File: config.mk
export PLATFORM = sky130hd
export DESIGN_NAME = tcp_seg_tx
export DESIGN_NICKNAME = d
export VERILOG_FILES = /design/src/common/tcp_tx_pkg.sv /design/src/tcp_tx/tcp_seg_tx.sv
export VERILOG_INCLUDE_DIRS = /design/src /design/src/common
export SDC_FILE = /design/constraint.sdc
export NUM_CORES = 1
export LEC_CHECK = 0
export BUFFER_PORTS_ARGS = -buffer_cell sky130_fd_sc_hd__buf_2
export CAP_MARGIN = 10
export CORE_AREA = 5 5 599 601
export CTS_CLUSTER_SIZE = 8
export DETAILED_ROUTE_END_ITERATION = 6
export DIE_AREA = 0 0 604 606
export SLEW_MARGIN = 20
export SYNTH_ARGS = -nofsm -noshare
export SYNTH_HDL_FRONTEND = slang
export SYNTH_SLANG_ARGS = --single-unit
export TNS_END_PERCENT = 10
File: constraint.sdc
create_clock -name clk -period 47.2 [get_ports clk]
set_clock_uncertainty 0.15 [all_clocks]
set_input_delay 2.36 -clock clk [delete_from_list [all_inputs] [get_ports clk]]
set_output_delay 2.36 -clock clk [all_outputs]
set_load 0.05 [all_outputs]
File: src/common/tcp_tx_cfg.svh
`ifndef TCP_TX_CFG_SVH
`define TCP_TX_CFG_SVH

// payload buffer, 1 KiB by default
`define TCP_RAM_AW 10

// options area is 40 bytes at most
`define TCP_MAX_OPT_WORDS 10

// header length limits in bytes
`define TCP_MIN_HDR_LEN 20
`define TCP_MAX_HDR_LEN 60

`endif

File: src/common/tcp_tx_pkg.sv
`include "tcp_tx_cfg.svh"

package tcp_tx_pkg;

    // option kind bytes as they appear on the wire
    typedef enum logic [7:0] {
        TCP_OPT_END       = 8'd0,
        TCP_OPT_NOP       = 8'd1,
        TCP_OPT_MSS       = 8'd2,
        TCP_OPT_WIN       = 8'd3,
        TCP_OPT_SACK_PERM = 8'd4,
        TCP_OPT_SACK      = 8'd5,
        TCP_OPT_TS        = 8'd8
    } tcp_opt_kind_e;

    typedef struct packed {
        logic [31:0] left;  // first seq of the block
        logic [31:0] right; // seq following the block
    } tcp_sack_blk_t;

    typedef struct packed {
        logic                  mss_pres;
        logic [15:0]           mss;
        logic                  win_pres;
        logic [7:0]            win_shift;
        logic                  sack_perm;   // flag is its own presence bit
        logic [2:0]            sack_blocks; // 0 means no sack option
        tcp_sack_blk_t [0:3]   sack;
        logic                  ts_pres;
        logic [31:0]           ts_val;
        logic [31:0]           ts_ecr;
    } tcp_opts_t;

    typedef struct packed {
        logic [15:0] src_port;
        logic [15:0] dst_port;
        logic [31:0] seq;
        logic [31:0] ack;
        logic [8:0]  flags; // ns .. fin
        logic [15:0] win;
        logic [15:0] urg;
    } tcp_hdr_t;

    // everything the host hands over for one segment
    typedef struct packed {
        tcp_hdr_t    hdr;
        tcp_opts_t   opts;
        logic [31:0] src_ip;
        logic [31:0] dst_ip;
        logic [15:0] pay_len;
        logic [15:0] pay_chsum; // ones-complement sum of payload, not inverted
    } tcp_seg_t;

    typedef struct packed {
        logic [0:`TCP_MAX_OPT_WORDS-1][31:0] words; // word 0 goes out first
        logic [3:0]                          cnt;
    } tcp_opt_words_t;

    typedef struct packed {
        logic [7:0] data;
        logic       valid;
        logic       sof;
        logic       eof;
    } tcp_strm_t;

    typedef enum logic [2:0] {
        ST_IDLE,
        ST_BUILD,
        ST_CALC,
        ST_HDR,
        ST_PAY
    } tcp_tx_state_e;

endpackage

File: src/tcp_tx/tcp_seg_tx.sv
`include "tcp_tx_cfg.svh"

module tcp_seg_tx (
    input  logic                       clk,
    input  logic                       fsm_rst,
    input  logic                       seg_v,
    input  tcp_tx_pkg::tcp_seg_t       seg,
    output logic                       build,
    input  logic                       opt_done,
    input  tcp_tx_pkg::tcp_opt_words_t opts,
    output logic                       calc_start,
    output tcp_tx_pkg::tcp_seg_t       seg_q,
    output logic [5:0]                 hdr_len,
    input  logic                       chsum_done,
    input  logic [15:0]                chsum,
    output logic [`TCP_RAM_AW-1:0]     rd_addr,
    input  logic [7:0]                 rd_data,
    output tcp_tx_pkg::tcp_strm_t      stream,
    output logic                       busy
);

    tcp_tx_pkg::tcp_tx_state_e          state;
    logic [0:`TCP_MAX_HDR_LEN-1][7:0]   sr;      // wire-order header bytes
    logic [16:0]                        bcnt;    // index of byte on the stream
    logic [16:0]                        tot_len; // header plus payload
    logic                               v_q, sof_q, eof_q;
    logic                               last_hdr;

    assign busy       = (state != tcp_tx_pkg::ST_IDLE);
    assign build      = seg_v && (state == tcp_tx_pkg::ST_IDLE);
    assign calc_start = opt_done && (state == tcp_tx_pkg::ST_BUILD);
    assign hdr_len    = 6'(`TCP_MIN_HDR_LEN) + {opts.cnt, 2'b00};
    assign last_hdr   = (state == tcp_tx_pkg::ST_HDR) &&
                        (bcnt == {11'd0, hdr_len} - 17'd1);

    always_ff @(posedge clk) begin
        if (fsm_rst) begin
            state <= tcp_tx_pkg::ST_IDLE;
            v_q   <= 1'b0;
            sof_q <= 1'b0;
            eof_q <= 1'b0;
            bcnt  <= 17'd0;
        end else begin
            sof_q <= 1'b0;
            case (state)
                tcp_tx_pkg::ST_IDLE:  if (seg_v) state <= tcp_tx_pkg::ST_BUILD;
                tcp_tx_pkg::ST_BUILD: if (opt_done) state <= tcp_tx_pkg::ST_CALC;
                tcp_tx_pkg::ST_CALC: begin
                    if (chsum_done) begin // first byte next cycle
                        state <= tcp_tx_pkg::ST_HDR;
                        v_q   <= 1'b1;
                        sof_q <= 1'b1;
                        bcnt  <= 17'd0;
                    end
                end
                tcp_tx_pkg::ST_HDR, tcp_tx_pkg::ST_PAY: begin
                    bcnt  <= bcnt + 17'd1;
                    eof_q <= (bcnt == tot_len - 17'd2); // next byte is the last
                    if (eof_q) begin
                        state <= tcp_tx_pkg::ST_IDLE;
                        v_q   <= 1'b0;
                        eof_q <= 1'b0;
                    end else if (last_hdr) begin
                        state <= tcp_tx_pkg::ST_PAY; // zero payload ends via eof above
                    end
                end
                default: state <= tcp_tx_pkg::ST_IDLE;
            endcase
        end
    end

    always_ff @(posedge clk) begin
        if (build) begin
            seg_q   <= seg;
            rd_addr <= seg.hdr.seq[`TCP_RAM_AW-1:0]; // payload starts at seq low bits
        end else if (last_hdr || state == tcp_tx_pkg::ST_PAY) begin
            rd_addr <= rd_addr + 1'b1; // one ahead of the data, wraps
        end
        if (state == tcp_tx_pkg::ST_CALC && chsum_done) begin
            sr <= {seg_q.hdr.src_port, seg_q.hdr.dst_port, seg_q.hdr.seq, seg_q.hdr.ack,
                   4'd5 + opts.cnt, 3'b000, seg_q.hdr.flags, seg_q.hdr.win,
                   chsum, seg_q.hdr.urg, opts.words};
            tot_len <= {11'd0, hdr_len} + {1'b0, seg_q.pay_len};
        end else if (state == tcp_tx_pkg::ST_HDR) begin
            sr <= {sr[1:`TCP_MAX_HDR_LEN-1], 8'h00}; // one byte per cycle
        end
    end

    // data muxed between header shifter and ram
    always_comb begin
        stream.data  = (state == tcp_tx_pkg::ST_PAY) ? rd_data : sr[0];
        stream.valid = v_q;
        stream.sof   = sof_q;
        stream.eof   = eof_q;
    end

endmodule

After elaboration in Yosys (flattened, before gate mapping)
Cells that the tools add are included.
{ "classes": {"add_sub_neg": 7, "n_eq_ne": 11, "n_mux": 18, "n_bitwise": 1, "reduce_logical": 15} }
{ "op_table": {"columns": ["op", "count"], "rows": [
  ["480-bit two-way mux", 2],
  ["17-bit equality test", 2],
  ["17-bit one-hot mux with 2 select lines", 1],
  ["10-bit two-way mux", 2],
  ["17-bit by 1-bit adder with 17-bit output, second input constant", 1],
  ["6-bit by 16-bit adder with 17-bit output", 1],
  ["17-bit two-way mux", 1],
  ["17-bit by 2-bit subtractor with 17-bit output, second input constant", 1],
  ["3-bit two-way mux", 5],
  ["3-bit one-hot mux with 4 select lines", 1],
  ["10-bit by 1-bit adder with 10-bit output, second input constant", 1],
  ["8-bit two-way mux", 1],
  ["2-bit != test, second input constant", 4],
  ["6-bit by 1-bit subtractor with 7-bit output, second input constant", 1],
  ["5-bit by 6-bit adder with 6-bit output, first input constant", 1],
  ["3-bit by 2-bit equality test with 1-bit output, second input constant", 2],
  ["2-bit nonzero test", 3],
  ["3-bit by 4-bit adder with 4-bit output, first input constant", 1],
  ["1-bit logical AND", 4],
  ["1-bit two-way mux", 4],
  ["4-bit AND reduction", 1],
  ["2-bit OR reduction", 2],
  ["3-bit by 1-bit equality test with 1-bit output, second input constant", 1],
  ["3-bit equality test, second input constant", 1],
  ["8 further kinds", 8]
]} }
{ "word_totals": {"reg_bits": 1114, "in_bits": 937, "out_inout_bits": 614, "word_cells": 148} }

Logic depth before layout (Yosys ltp)
Gate-level depths: netlist of run 1.
{ "depth": {"depth_word": 7, "mapped_depth": 11, "mapped_depth_nobuf": 10} }

Worst setup path after synthesis of run 1
OpenSTA, ideal clock, no wires.
{ "synth_path": {"path_type": "input to output", "startpoint": "input port seg_v", "endpoint": "output port build", "t_arrival_ps": 18829, "path_slack_ps": 25861, "path_stages": 3, "n_path_buf": 1, "path_cell_list": "inv_1 nor2_1 clkbuf_1"} }
{ "synth_via": {"elab_chain_len": 1} }
{ "synth_rtl": {"columns": ["element", "line_no", "source"], "rows": [
  ["from (decl)", "tcp_seg_tx.sv:6", "input logic seg_v,"],
  ["1-bit logical AND", "tcp_seg_tx.sv:30", "assign build = seg_v && (state == tcp_tx_pkg::ST_IDLE);"],
  ["to (decl)", "tcp_seg_tx.sv:8", "output logic build,"]
]} }
No other way between the ends.

Worst setup path after layout of run 1
{ "layout_path": {"startpoint": "input port chsum_done", "endpoint": "register sr[153] (netlist name), enable pin"} }
{ "layout_via": {"elab_chain_len": 2} }
{ "layout_rtl": {"columns": ["element", "line_no", "source"], "rows": [
  ["from (decl)", "tcp_seg_tx.sv:14", "input logic chsum_done,"],
  ["1-bit logical AND", "tcp_seg_tx.sv:79", "if (state == tcp_tx_pkg::ST_CALC && chsum_done) begin"],
  ["2-bit nonzero test (no line)", null, null],
  ["to (signal assigned)", "tcp_seg_tx.sv:80", "sr <= {seg_q.hdr.src_port, seg_q.hdr.dst_port, seg_q.hdr.seq, seg_q.hdr.ack,"],
  ["to (signal assigned)", "tcp_seg_tx.sv:85", "sr <= {sr[1:`TCP_MAX_HDR_LEN-1], 8'h00};"],
  ["to (decl)", "tcp_seg_tx.sv:23", "logic [0:`TCP_MAX_HDR_LEN-1][7:0] sr;"]
]} }
No other way between the ends.
A chain may end at the register's enable or synchronous reset.

==> impl_metrics.ini, run 1 <==
[yosys]
yosysTopAreaCellShare_pct = 81.7
yosysTopAreaCell = edfxtp_1
synthFlopType = edfxtp_1
ys_types = 62
synth_seq_cells = 1114
synth_warnings = 0
syn_inst = 2055
synth_area_leaders = edfxtp_1, a22o_1, dfxtp_1
ys_seq_area_share_pct = 83.0
syn_avg_cell_area_sq_um = 19.5
synth_area_sq_um = 40000
synth_edf_count = 1088
ys_async_sr_fraction_pct = 0

[grt]
grt_usage_pct = 14.5
grt_antenna_before_repair = 268
grt.overflow.total = 0
grt_pass1_wl_um = 341000
grt_pass1_vias = 28203
grt_max_degree = 224

[final_layout]
layout-drive-gt1-share_pct = 47.9
nFillCells = 38596
final-seq-area_sq_um = 33200
area_growth_pct = 46.2
multi_input_area_sq_um = 6230
layout.cells.non_filler = 8563
finalNetCount = 4622

[pwr]
p_leak_uw = 0.0215
irDropWorstVdd_mv = 0.0298
fin_total_pwr_uw = 3250
pwr_density_cell_nw_per_um2 = 55.7

[sta]
min_period_ns = 6.60
max_freq_mhz = 152
finalSetupTns_ns = 0
period_share_pct = 14.0
maxSlewViolCount = 0
setup_viol = 0
max_slew_margin_pct = 25.3
grt_setup_unrepaired = false
finalHoldViolCount = 0
tightest_slew_ns = 1.12

[floorplan]
die-area_sq_um = 366000
start_util_pct = 11.4
fp-row-count = 218
core_sq_um = 352000
io_pins = 1551
die-height_um = 606
dieWidth_um = 604

[critical_path]
crit_buf_inv = 5
crit_family = buffers and inverters
arrival_ns = 6.85
crit_slowest_cell = buf_4
path_cells = buf_2 -> nand4_2 -> nand2_4 -> buf_4 -> buf_4 -> buf_4 -> buf_4
setup.worst_path.end_class = flop
crit_top_cell = buf_4
crit_fanout = 79
reg2reg_to = sr[153]$_DFFE_PP_
worstSetupPathType = input pin to flop
cp-start-kind = input pin
regToRegSetupSlack_ns = 41.26
max_stage_delay_ns = 0.90
crit_required_ns = 47.46
r2r_start = state[1]$_SDFFE_PP0P_
r2r_cells = 6

[clock_tree]
root_buffer = clkbuf_16
cts_buffers = 169
cts_num_sinks = 1114
hold_buffers = 0
h-tree-depth = 4
clk_pin_slew_ns = 0.05
insertion_delay_ns = 0.85
postCtsSetupBuffers = 0
cts_tree = done
post_cts_resized = 0
clock_path_buffers = 4

[route]
drt_first_pass_iters = 5
drcViolationCount = 0
routedWlPerCell_um = 32.9
drtIter0Drc = 2957
num_vias = 29015
antenna_left = 0
drt-vias-per-instance = 3.39
drt_wl_total_um = 282000

[place]
dp.cells = 8234
dp_hpwl_um = 240000
gp_congestion = 1.04
port-buffer-count = 1548

[outcome]
status = complete, no violations

[min_path]
min_path_cells = 2
min_from = sr[379]$_SDFFE_PP0P_
hold_path_class = flop to flop
worst_hold_path.endpoint = sr[379]$_SDFFE_PP0P_

[run]
drv_cap = 0
==> metrics by stage <==
| step | worst slack, ns | instance area, sq um | utilization [%] | hold slack, ns |
|---|---|---|---|---|
| 6_report | 40.60 | 58500 | 16.6 | 0.315 |
| 5_1_grt | 40.27 | 58400 | 16.6 | 0.350 |
| 4_1_cts | 40.57 | 58200 | 16.5 | 0.317 |
| 3_5_place_dp | 39.67 | 53400 | 15.2 | 0.310 |
| 3_3_place_gp | 39.86 | 53400 | 15.2 | 0.305 |
| 2_1_floorplan | 25.86 | 40000 | - | 0.286 |
==> cells in the final DEF, fill, tap and decap left out, drive strengths merged, types with 3 or more instances in the layout <==
cell	synthesis	layout
buf	26	1580
edfxtp	1088	1088
a22o	467	467
clkbuf	105	204
diode	0	95
nand2	42	42
nor2	37	37
xnor2	30	30
dfxtp	26	26
inv	18	25
xor2	23	23
nand3	22	22
a21oi	18	18
clkinv	0	18
o21ai	17	17
nor3	13	13
and3	10	10
and2	10	10
nor4	10	10
mux2	9	9
ha	8	8
nand4	8	8
or3	5	5
nand2b	5	5
nand3b	5	5
or4	4	4
a21o	3	3
a21boi	3	3
o31ai	3	3
a31oi	3	3
bufinv	0	3
and3b	3	3
nor3b	3	3
==> logic make-up (layout without fill, tap and decap cells) <==
kind of cell,Yosys count,in the layout,share of synthesized area (%)
fa+ha+maj,11,11,0.350
other cells,1,97,0.00938
mux,11,11,0.303
compound gates,530,530,11.2
flops,1114,1114,83.0
simple gates,186,186,2.45
xor+xnor,53,53,1.16
buf+inv,149,1831,1.51
==> worst min-delay path: stages (launching register included) <==
cell and delay [ns]:
dfxtp_1 0.31, nand2_1 0.05, a21oi_1 0.05
==> worst max path at each step <==
stage / startpoint / end / cells past startpoint
finish: chsum_done / sr[153]$_DFFE_PP_ / 7
global route: chsum_done / sr[100]$_DFFE_PP_ / 7
CTS: chsum_done / sr[100]$_DFFE_PP_ / 7
detailed placement: chsum_done / sr[171]$_DFFE_PP_ / 7
global placement: chsum_done / sr[172]$_DFFE_PP_ / 7
floorplan: seg_v / build / 3
==> synth_stat cells (3+ instances only) <==
master	instances
buf_4	6
nor2_1	36
a21o_1	3
nand3_1	22
nor4_1	9
and3b_1	3
dfxtp_1	26
nor3_1	13
and3_1	10
inv_1	16
xnor2_1	30
a22o_1	467
buf_2	18
or3_1	5
o31ai_1	3
o21ai_0	16
clkbuf_1	105
nand2b_1	5
a31oi_1	3
and2_1	10
mux2_2	9
nand3b_1	5
a21oi_1	18
a21boi_0	3
nand4_1	7
ha_1	8
edfxtp_1	1088
or4_1	4
xor2_1	23
nand2_1	42
==> sequential cells by signal, summed over array words and instances (netlist names) <==
signal / count
seg_q: 584
sr: 480
bcnt: 17
tot_len: 17
rd_addr: 10
state: 3
eof_q: 1
sof_q: 1
v_q: 1
==> layout make-up <==
class                      instances  area share [%]
tap                             4730            10.1
timing repair buffer            1580            13.7
clock inverter                    29           0.693
sequential                      1114            56.8
clock buffer                     204            7.51
antenna                           95           0.407
inverter                          18           0.128
multi-input combinational        793            10.6
==> report_power, final <==
part	internal, uW	switching [uW]	leakage [uW]
registers	1280	88.6	0.0105
logic	128	614	0.00866
clock network	669	476	0.00233
==> layer usage <==
| layer | up-vias | GRT usage [%] | wire [um] |
|---|---|---|---|
| li1 | 11743 | - | - |
| met1 | 14693 | 16.4 | 104000 |
| met2 | 1858 | 25.3 | 139000 |
| met3 | 659 | 5.20 | 25500 |
| met4 | 62 | 5.18 | 12600 |
| met5 | - | 0 | 421 |
Power figures use the tool's default switching activity.
==> inputs of run 2 (changes only) <==
==> constraint.sdc (replaced) <==
create_clock -name clk -period 6.1 [get_ports clk]
set_clock_uncertainty 0.15 [all_clocks]
set_input_delay 0.305 -clock clk [delete_from_list [all_inputs] [get_ports clk]]
set_output_delay 0.305 -clock clk [all_outputs]
set_load 0.05 [all_outputs]
==> run 2 against run 1 <==
  * Routed wire length grew 3.9%
  * Combinational power grew to 8.9 times the previous value
  * Register-to-register slack lost 38 ns
  * Sequential power grew to 7.7 times the previous value
  * Cell count grew 14%
  * Hold slack lost 0.23 ns
  * Non-clock buffer count grew 1262
  * Largest power group unchanged
  * Critical endpoint is now build
  * Cell area grew 22%
  * Largest cell class unchanged
==> impl_metrics.ini, run 2 (synthesized netlist as in run 1, its figures left out) <==
[outcome]
status = complete, no violations

[critical_path]
r2r_start = state[1]$_SDFFE_PP0P_
endpoint = build
worstSetupPathType = flop to primary output
max_stage_delay_ns = 0.49
crit_family = simple AND/OR/NAND/NOR gates
setup.worst_path.end_class = primary output
regToRegSetupSlack_ns = 2.80
cp-start-kind = flop
path_cells = or3_1 -> nor2_4 -> buf_12 -> buf_2
crit_slowest_cell = nor2_4
crit_fanout = 131
crit_required_ns = 5.64
arrival_ns = 3.28
r2r_cells = 6
cp-startpoint = state[1]$_SDFFE_PP0P_
cp.depth = 4
reg2reg_to = state[1]$_SDFFE_PP0P_
crit_buf_inv = 2

[grt]
grt_max_degree = 179
grt_usage_pct = 15.2
grt_pass1_wl_um = 364000
grt_pass1_vias = 34751
grt_antenna_before_repair = 171
grt.overflow.total = 0

[clock_tree]
post_cts_resized = 0
clk_pin_slew_ns = 0.06
h-tree-depth = 4
cts_tree = done
cts_buffers = 168
root_buffer = clkbuf_16
clock_path_buffers = 4
postCtsSetupBuffers = 0
cts_num_sinks = 1114
insertion_delay_ns = 0.83

[sta]
tightest_slew_ns = 1.13
setup_viol = 0
period_share_pct = 61.2
fin_ws_ns = 2.37
max_slew_margin_pct = 25.0
min_period_ns = 3.73
grt_setup_unrepaired = false
finalHoldViolCount = 0
maxSlewViolCount = 0
finalSetupTns_ns = 0
max_freq_mhz = 268

[pwr]
clkPwrFrac_pct = 34.1
p_leak_uw = 0.0268
pwr_density_cell_nw_per_um2 = 367
power_switching_share_pct = 36.3
irDropWorstVdd_mv = 0.221
pwr-share-seq_pct = 40.5
p_switching_uw = 9470
combPwrFrac_pct = 25.3
p_int_uw = 16600

[floorplan]
die-area_sq_um = 366000
dieWidth_um = 604
die-height_um = 606
fp-row-count = 218
io_pins = 1551
core_sq_um = 352000
start_util_pct = 11.4

[final_layout]
postLayoutCoreUtil_pct = 20.2
nFillCells = 37521
layout-drive-gt1-share_pct = 35.8
area_growth_pct = 77.9
finalNetCount = 5883
reg_top3 = seg_q: 584 flops, sr: 480 flops
fin_area_sq_um = 71200
largest_reg_flops = 584
final_common_cell = buf_2
final_cell_mix = buf_2, dlygate4sd3_1, edfxtp_1
top_register = seg_q

[route]
drt-vias-per-instance = 3.49
antenna_left = 0
drt_first_pass_iters = 7
drt_wl_total_um = 293000
routedWlPerCell_um = 29.9
drcViolationCount = 0
drtIter0Drc = 3076
num_vias = 34108

[place]
dp_hpwl_um = 241000
post-place-ws_ns = 2.91
gp_congestion = 1.02
dpl-instance-area_sq_um = 53600
port-buffer-count = 1548

[run]
drv_cap = 0

[min_path]
hold_path_class = input pin to flop
min_from = seg[426]
[run 2: cell count changes in the layout (fill, tap and decap cells not counted), moves of 2 or more]
cell           before   now
dlygate4sd3_1       0  1263
diode_2            95    53
buf_12              2    12
buf_4              29    19
clkbuf_1           32    36
clkbuf_16         169   172
clkinv_1            9     6
clkinv_16           4     6
clkinv_2            4     6
inv_16              5     3
inv_6               2     0
[run 2: worst min path at each step]
stage	to	slack (ns)	cells after the start
2_1_floorplan	seg_q[0]$_DFFE_PP_	0.25	0
3_3_place_gp	sr[379]$_SDFFE_PP0P_	0.31	2
3_5_place_dp	sr[379]$_SDFFE_PP0P_	0.31	2
4_1_cts	seg_q[68]$_DFFE_PP_	0.0001	2
5_1_grt	seg_q[426]$_DFFE_PP_	0.02	2
6_report	seg_q[426]$_DFFE_PP_	0.08	2
[run 2: cell type report]
type	instances	area, sq um	area share, %
repair buffers	2842	20800	29.2
flip-flops and latches	1114	33200	46.6
inverters	18	75.1	0.106
clock buffers	210	4470	6.28
multi-input cells	793	6240	8.77
well taps	4730	5920	8.32
diodes	53	133	0.186
clock inverters	23	353	0.496
[run 2: power by group through the flow]
stage	logic, uW	registers, uW	clock network (uW)
after floorplan	1050	12800	0
final	6610	10600	8920
after CTS	6750	10600	9220
after global routing	6880	10700	9520
after detailed placement	5990	10700	0
after global placement	5940	10700	0
[run 2: metal layers]
layer	track usage (%)	part of all wire [%]	up-vias
li1	-	-	14213
met1	16.4	36	17294
met2	26.7	50	1997
met3	5.48	9.3	576
met4	6.27	5.3	28
met5	0	0.063	-
[run 2: what timing repair did]
item | in CTS | in global routing
hold endpoints to repair | 970 | 2
hold buffers | 1261 | 2
setup endpoints to repair | 0 | 0
[run 2: worst reg2reg max path, delay by kind of cell, from the launching register on]
family                 cells  cell delay [ns]
buffers and inverters      1             0.55
AND/OR/NAND/NOR            3             1.25
AO/OA/AOI/OAI              2             0.66
flip-flops                 1             0.58
[run 2: per-stage QoR]
step | power [uW] | hold slack [ns] | std cells
after floorplan | 13900 | 0.254 | 2056
after global placement | 16700 | 0.309 | 8234
after detailed placement | 16700 | 0.310 | 8234
after CTS | 26600 | 0.000116 | 9728
after global routing | 27100 | 0.0235 | 9756
final | 26100 | 0.0827 | 9783
==> inputs of run 3 (changes only) <==
--- a/config.mk
+++ b/config.mk
@@ -6,12 +6,13 @@
 export SDC_FILE = /design/constraint.sdc
 export NUM_CORES = 1
 export LEC_CHECK = 0
+export ABC_AREA = 1
 export BUFFER_PORTS_ARGS = -buffer_cell sky130_fd_sc_hd__buf_2
 export CAP_MARGIN = 10
-export CORE_AREA = 5 5 599 601
+export CORE_AREA = 5 5 609 611
 export CTS_CLUSTER_SIZE = 8
 export DETAILED_ROUTE_END_ITERATION = 6
-export DIE_AREA = 0 0 604 606
+export DIE_AREA = 0 0 614 616
 export SLEW_MARGIN = 20
 export SYNTH_ARGS = -nofsm -noshare
 export SYNTH_HDL_FRONTEND = slang
==> constraint.sdc (replaced) <==
create_clock -name clk -period 3.5 [get_ports clk]
set_clock_uncertainty 0.15 [all_clocks]
set_input_delay 0.175 -clock clk [delete_from_list [all_inputs] [get_ports clk]]
set_output_delay 0.175 -clock clk [all_outputs]
set_load 0.05 [all_outputs]
==> run 3 against run 2 <==
  * Die area up 3.3%
  * Synthesized area up 3.4%
  * Power up 97%
  * Count of clock-buffer cells in the layout shrank 5
  * Clock power up 74%
  * Combinational power grew 140%
  * Via count is 16% higher
  * Cell count up 17%
  * Global-route usage down 1.0 points
  * Critical path depth increased by 1
  * Synthesized cell count rose by 51%
==> impl_metrics.ini, run 3 <==
[yosys]
synth_edf_count = 1088
synth_seq_cells = 1114
synth_area_leaders = edfxtp_1, nand2_1, dfxtp_1
ys_seq_area_share_pct = 80.2
yosysTopAreaCellShare_pct = 79.0
ys_types = 39
synthFlopType = edfxtp_1
syn_avg_cell_area_sq_um = 13.3
synth_warnings = 0
synth_area_sq_um = 41400
yosysMostFrequentCell = nand2_1
syn_inst = 3105
ys_async_sr_fraction_pct = 0
yosysTopAreaCell = edfxtp_1
synth_common_cells = nand2_1, edfxtp_1, inv_1

[grt]
use_met2_pct = 25.9
busiest_layer = met2
grt_pass1_wl_um = 362000
grt_antenna_before_repair = 191
grt_max_degree = 149
grt_usage_pct = 14.1
grt.overflow.total = 0
grtUsageMet3_pct = 5.14
grt_pass1_vias = 41604
met1_usage_pct = 13.4

[pwr]
p_leak_uw = 0.0316
combPwrFrac_pct = 30.5
pwr_density_cell_nw_per_um2 = 663
clkPwrFrac_pct = 30.0
irDropWorstVdd_mv = 0.499
power_switching_share_pct = 38.2
pwr-share-seq_pct = 39.5
p_switching_uw = 19700
p_int_uw = 31800

[critical_path]
cp-start-kind = flop
reg2reg_to = sr[250]$_DFFE_PP_
crit_family = simple AND/OR/NAND/NOR gates
max_stage_delay_ns = 0.45
endpoint = build
cp.depth = 5
crit_required_ns = 3.17
regToRegSetupSlack_ns = 0.88
crit_fanout = 69
cp-startpoint = state[2]$_SDFFE_PP0P_
path_cells = nor2_2 -> nand2_1 -> nor2_4 -> buf_12 -> buf_2
crit_slowest_cell = nor2_4
worstSetupPathType = flop to primary output
r2r_cells = 8
r2r_start = state[2]$_SDFFE_PP0P_
setup.worst_path.end_class = primary output
arrival_ns = 2.77
crit_buf_inv = 2

[sta]
period_share_pct = 88.5
grt_setup_unrepaired = false
maxSlewViolCount = 0
min_period_ns = 3.10
setup_viol = 0
finalSetupTns_ns = 0
max_freq_mhz = 323
fin_ws_ns = 0.404
tightest_slew_ns = 0.946
finalHoldViolCount = 0
max_slew_margin_pct = 36.5

[final_layout]
reg_top3 = seg_q: 584 flops, sr: 480 flops
area_growth_pct = 87.9
top_register = seg_q
postLayoutCoreUtil_pct = 21.3
final_cell_mix = dlygate4sd3_1, buf_2, nand2_1
final_common_cell = dlygate4sd3_1
layout-drive-gt1-share_pct = 28.4
largest_reg_flops = 584
finalNetCount = 7437

[clock_tree]
clock_path_buffers = 4
post_cts_resized = 0
cts_buffers = 169
h-tree-depth = 4
clk_pin_slew_ns = 0.05
cts_tree = done
postCtsSetupBuffers = 0
hold_buffers = 1694
insertion_delay_ns = 0.83
cts_num_sinks = 1114
root_buffer = clkbuf_16

[route]
drt_wl_total_um = 281000
num_vias = 39586
drt-vias-per-instance = 3.44
drcViolationCount = 0
drtIter0Drc = 3215
antenna_left = 0
routedWlPerCell_um = 24.5
drt_first_pass_iters = 6

[place]
post-place-ws_ns = 0.823
port-buffer-count = 1548
dp_hpwl_um = 217000
gp_congestion = 0.930

[min_path]
min_path_cells = 2
hold_path_class = input pin to flop
min_from = seg[95]

[floorplan]
die-area_sq_um = 378000
die-height_um = 616
fp-row-count = 222
core_sq_um = 364000
start_util_pct = 11.4
io_pins = 1551
dieWidth_um = 614

[run]
drv_cap = 0

[outcome]
status = complete, no violations
==> run 3: cell types whose count changed after synthesis, moves of 9 or more <==
cell      delta
a22o_1     -467
and3_1       -9
buf_2       +32
clkbuf_1    -47
inv_1       +62
nand2_1   +1499
nand3_1     +17
nor2_1      +23
nor4_1       -9
xnor2_1     -15
==> run 3: worst reg2reg max path, stage by stage (launching register included) <==
cell and delay, ns:
dfxtp_1 0.36, nor2_2 0.16, nand2_1 0.13, nor2_4 0.14
inv_1 0.07, buf_4 0.20, nand2_8 0.45, buf_12 0.31
buf_4 0.33
==> run 3: how the worst min path moves through the flow <==
| stage | endpoint |
|---|---|
| after floorplan | bcnt[1]$_SDFFE_PP0P_ |
| after global placement | seg_q[32]$_DFFE_PP_ |
| after detailed placement | seg_q[389]$_DFFE_PP_ |
| after CTS | sr[237]$_DFFE_PP_ |
| after global routing | seg_q[490]$_DFFE_PP_ |
| final | seg_q[95]$_DFFE_PP_ |
==> run 3: kinds of logic after synthesis <==
family                   count (synthesis)  share of synthesized area, %
AO/OA/AOI/OAI                           58                         0.774
multiplexers                             8                         0.218
XOR/XNOR                                31                         0.656
adder cells (fa/ha/maj)                  9                         0.290
other                                    1                       0.00906
AND/OR/NAND/NOR                       1688                          15.8
buffers and inverters                  196                          1.98
flip-flops                            1114                          80.2
==> run 3: routing by layer <==
metal	vias to the layer above	wire length, um
met5	-	320
met4	52	20700
met3	757	26900
met2	2294	145000
met1	19068	89000
li1	17415	-
==> run 3: power by group through the flow <==
stage | registers, uW | logic, uW | clock network [uW]
3_3_place_gp | 20500 | 14100 | 0
4_1_cts | 20300 | 15900 | 15900
2_1_floorplan | 24800 | 3520 | 0
3_5_place_dp | 20500 | 14200 | 0
5_1_grt | 20600 | 16600 | 16400
6_report | 20300 | 15700 | 15500
==> run 3: layout make-up <==
cell class,count,area [sq um]
Clock buffer,205,4450
Multi-Input combinational cell,1796,7390
Timing Repair Buffer,3327,25700
Inverter,83,319
Clock inverter,25,328
Tap cell,4816,6030
Fill cell,38652,287000
Antenna cell,126,315
Sequential cell,1114,33200
==> run 3: per-stage QoR <==
stage / area, sq um / cells / hold WS (ns) / power, uW
6_report: 77700 / 11492 / 0.0631 / 51500
5_1_grt: 77600 / 11451 / 0.0224 / 53600
4_1_cts: 77400 / 11366 / 0.000408 / 52100
3_5_place_dp: 55700 / 9442 / 0.203 / 34800
3_3_place_gp: 55700 / 9442 / 0.201 / 34600
2_1_floorplan: 41400 / 3106 / 0.0941 / 28300
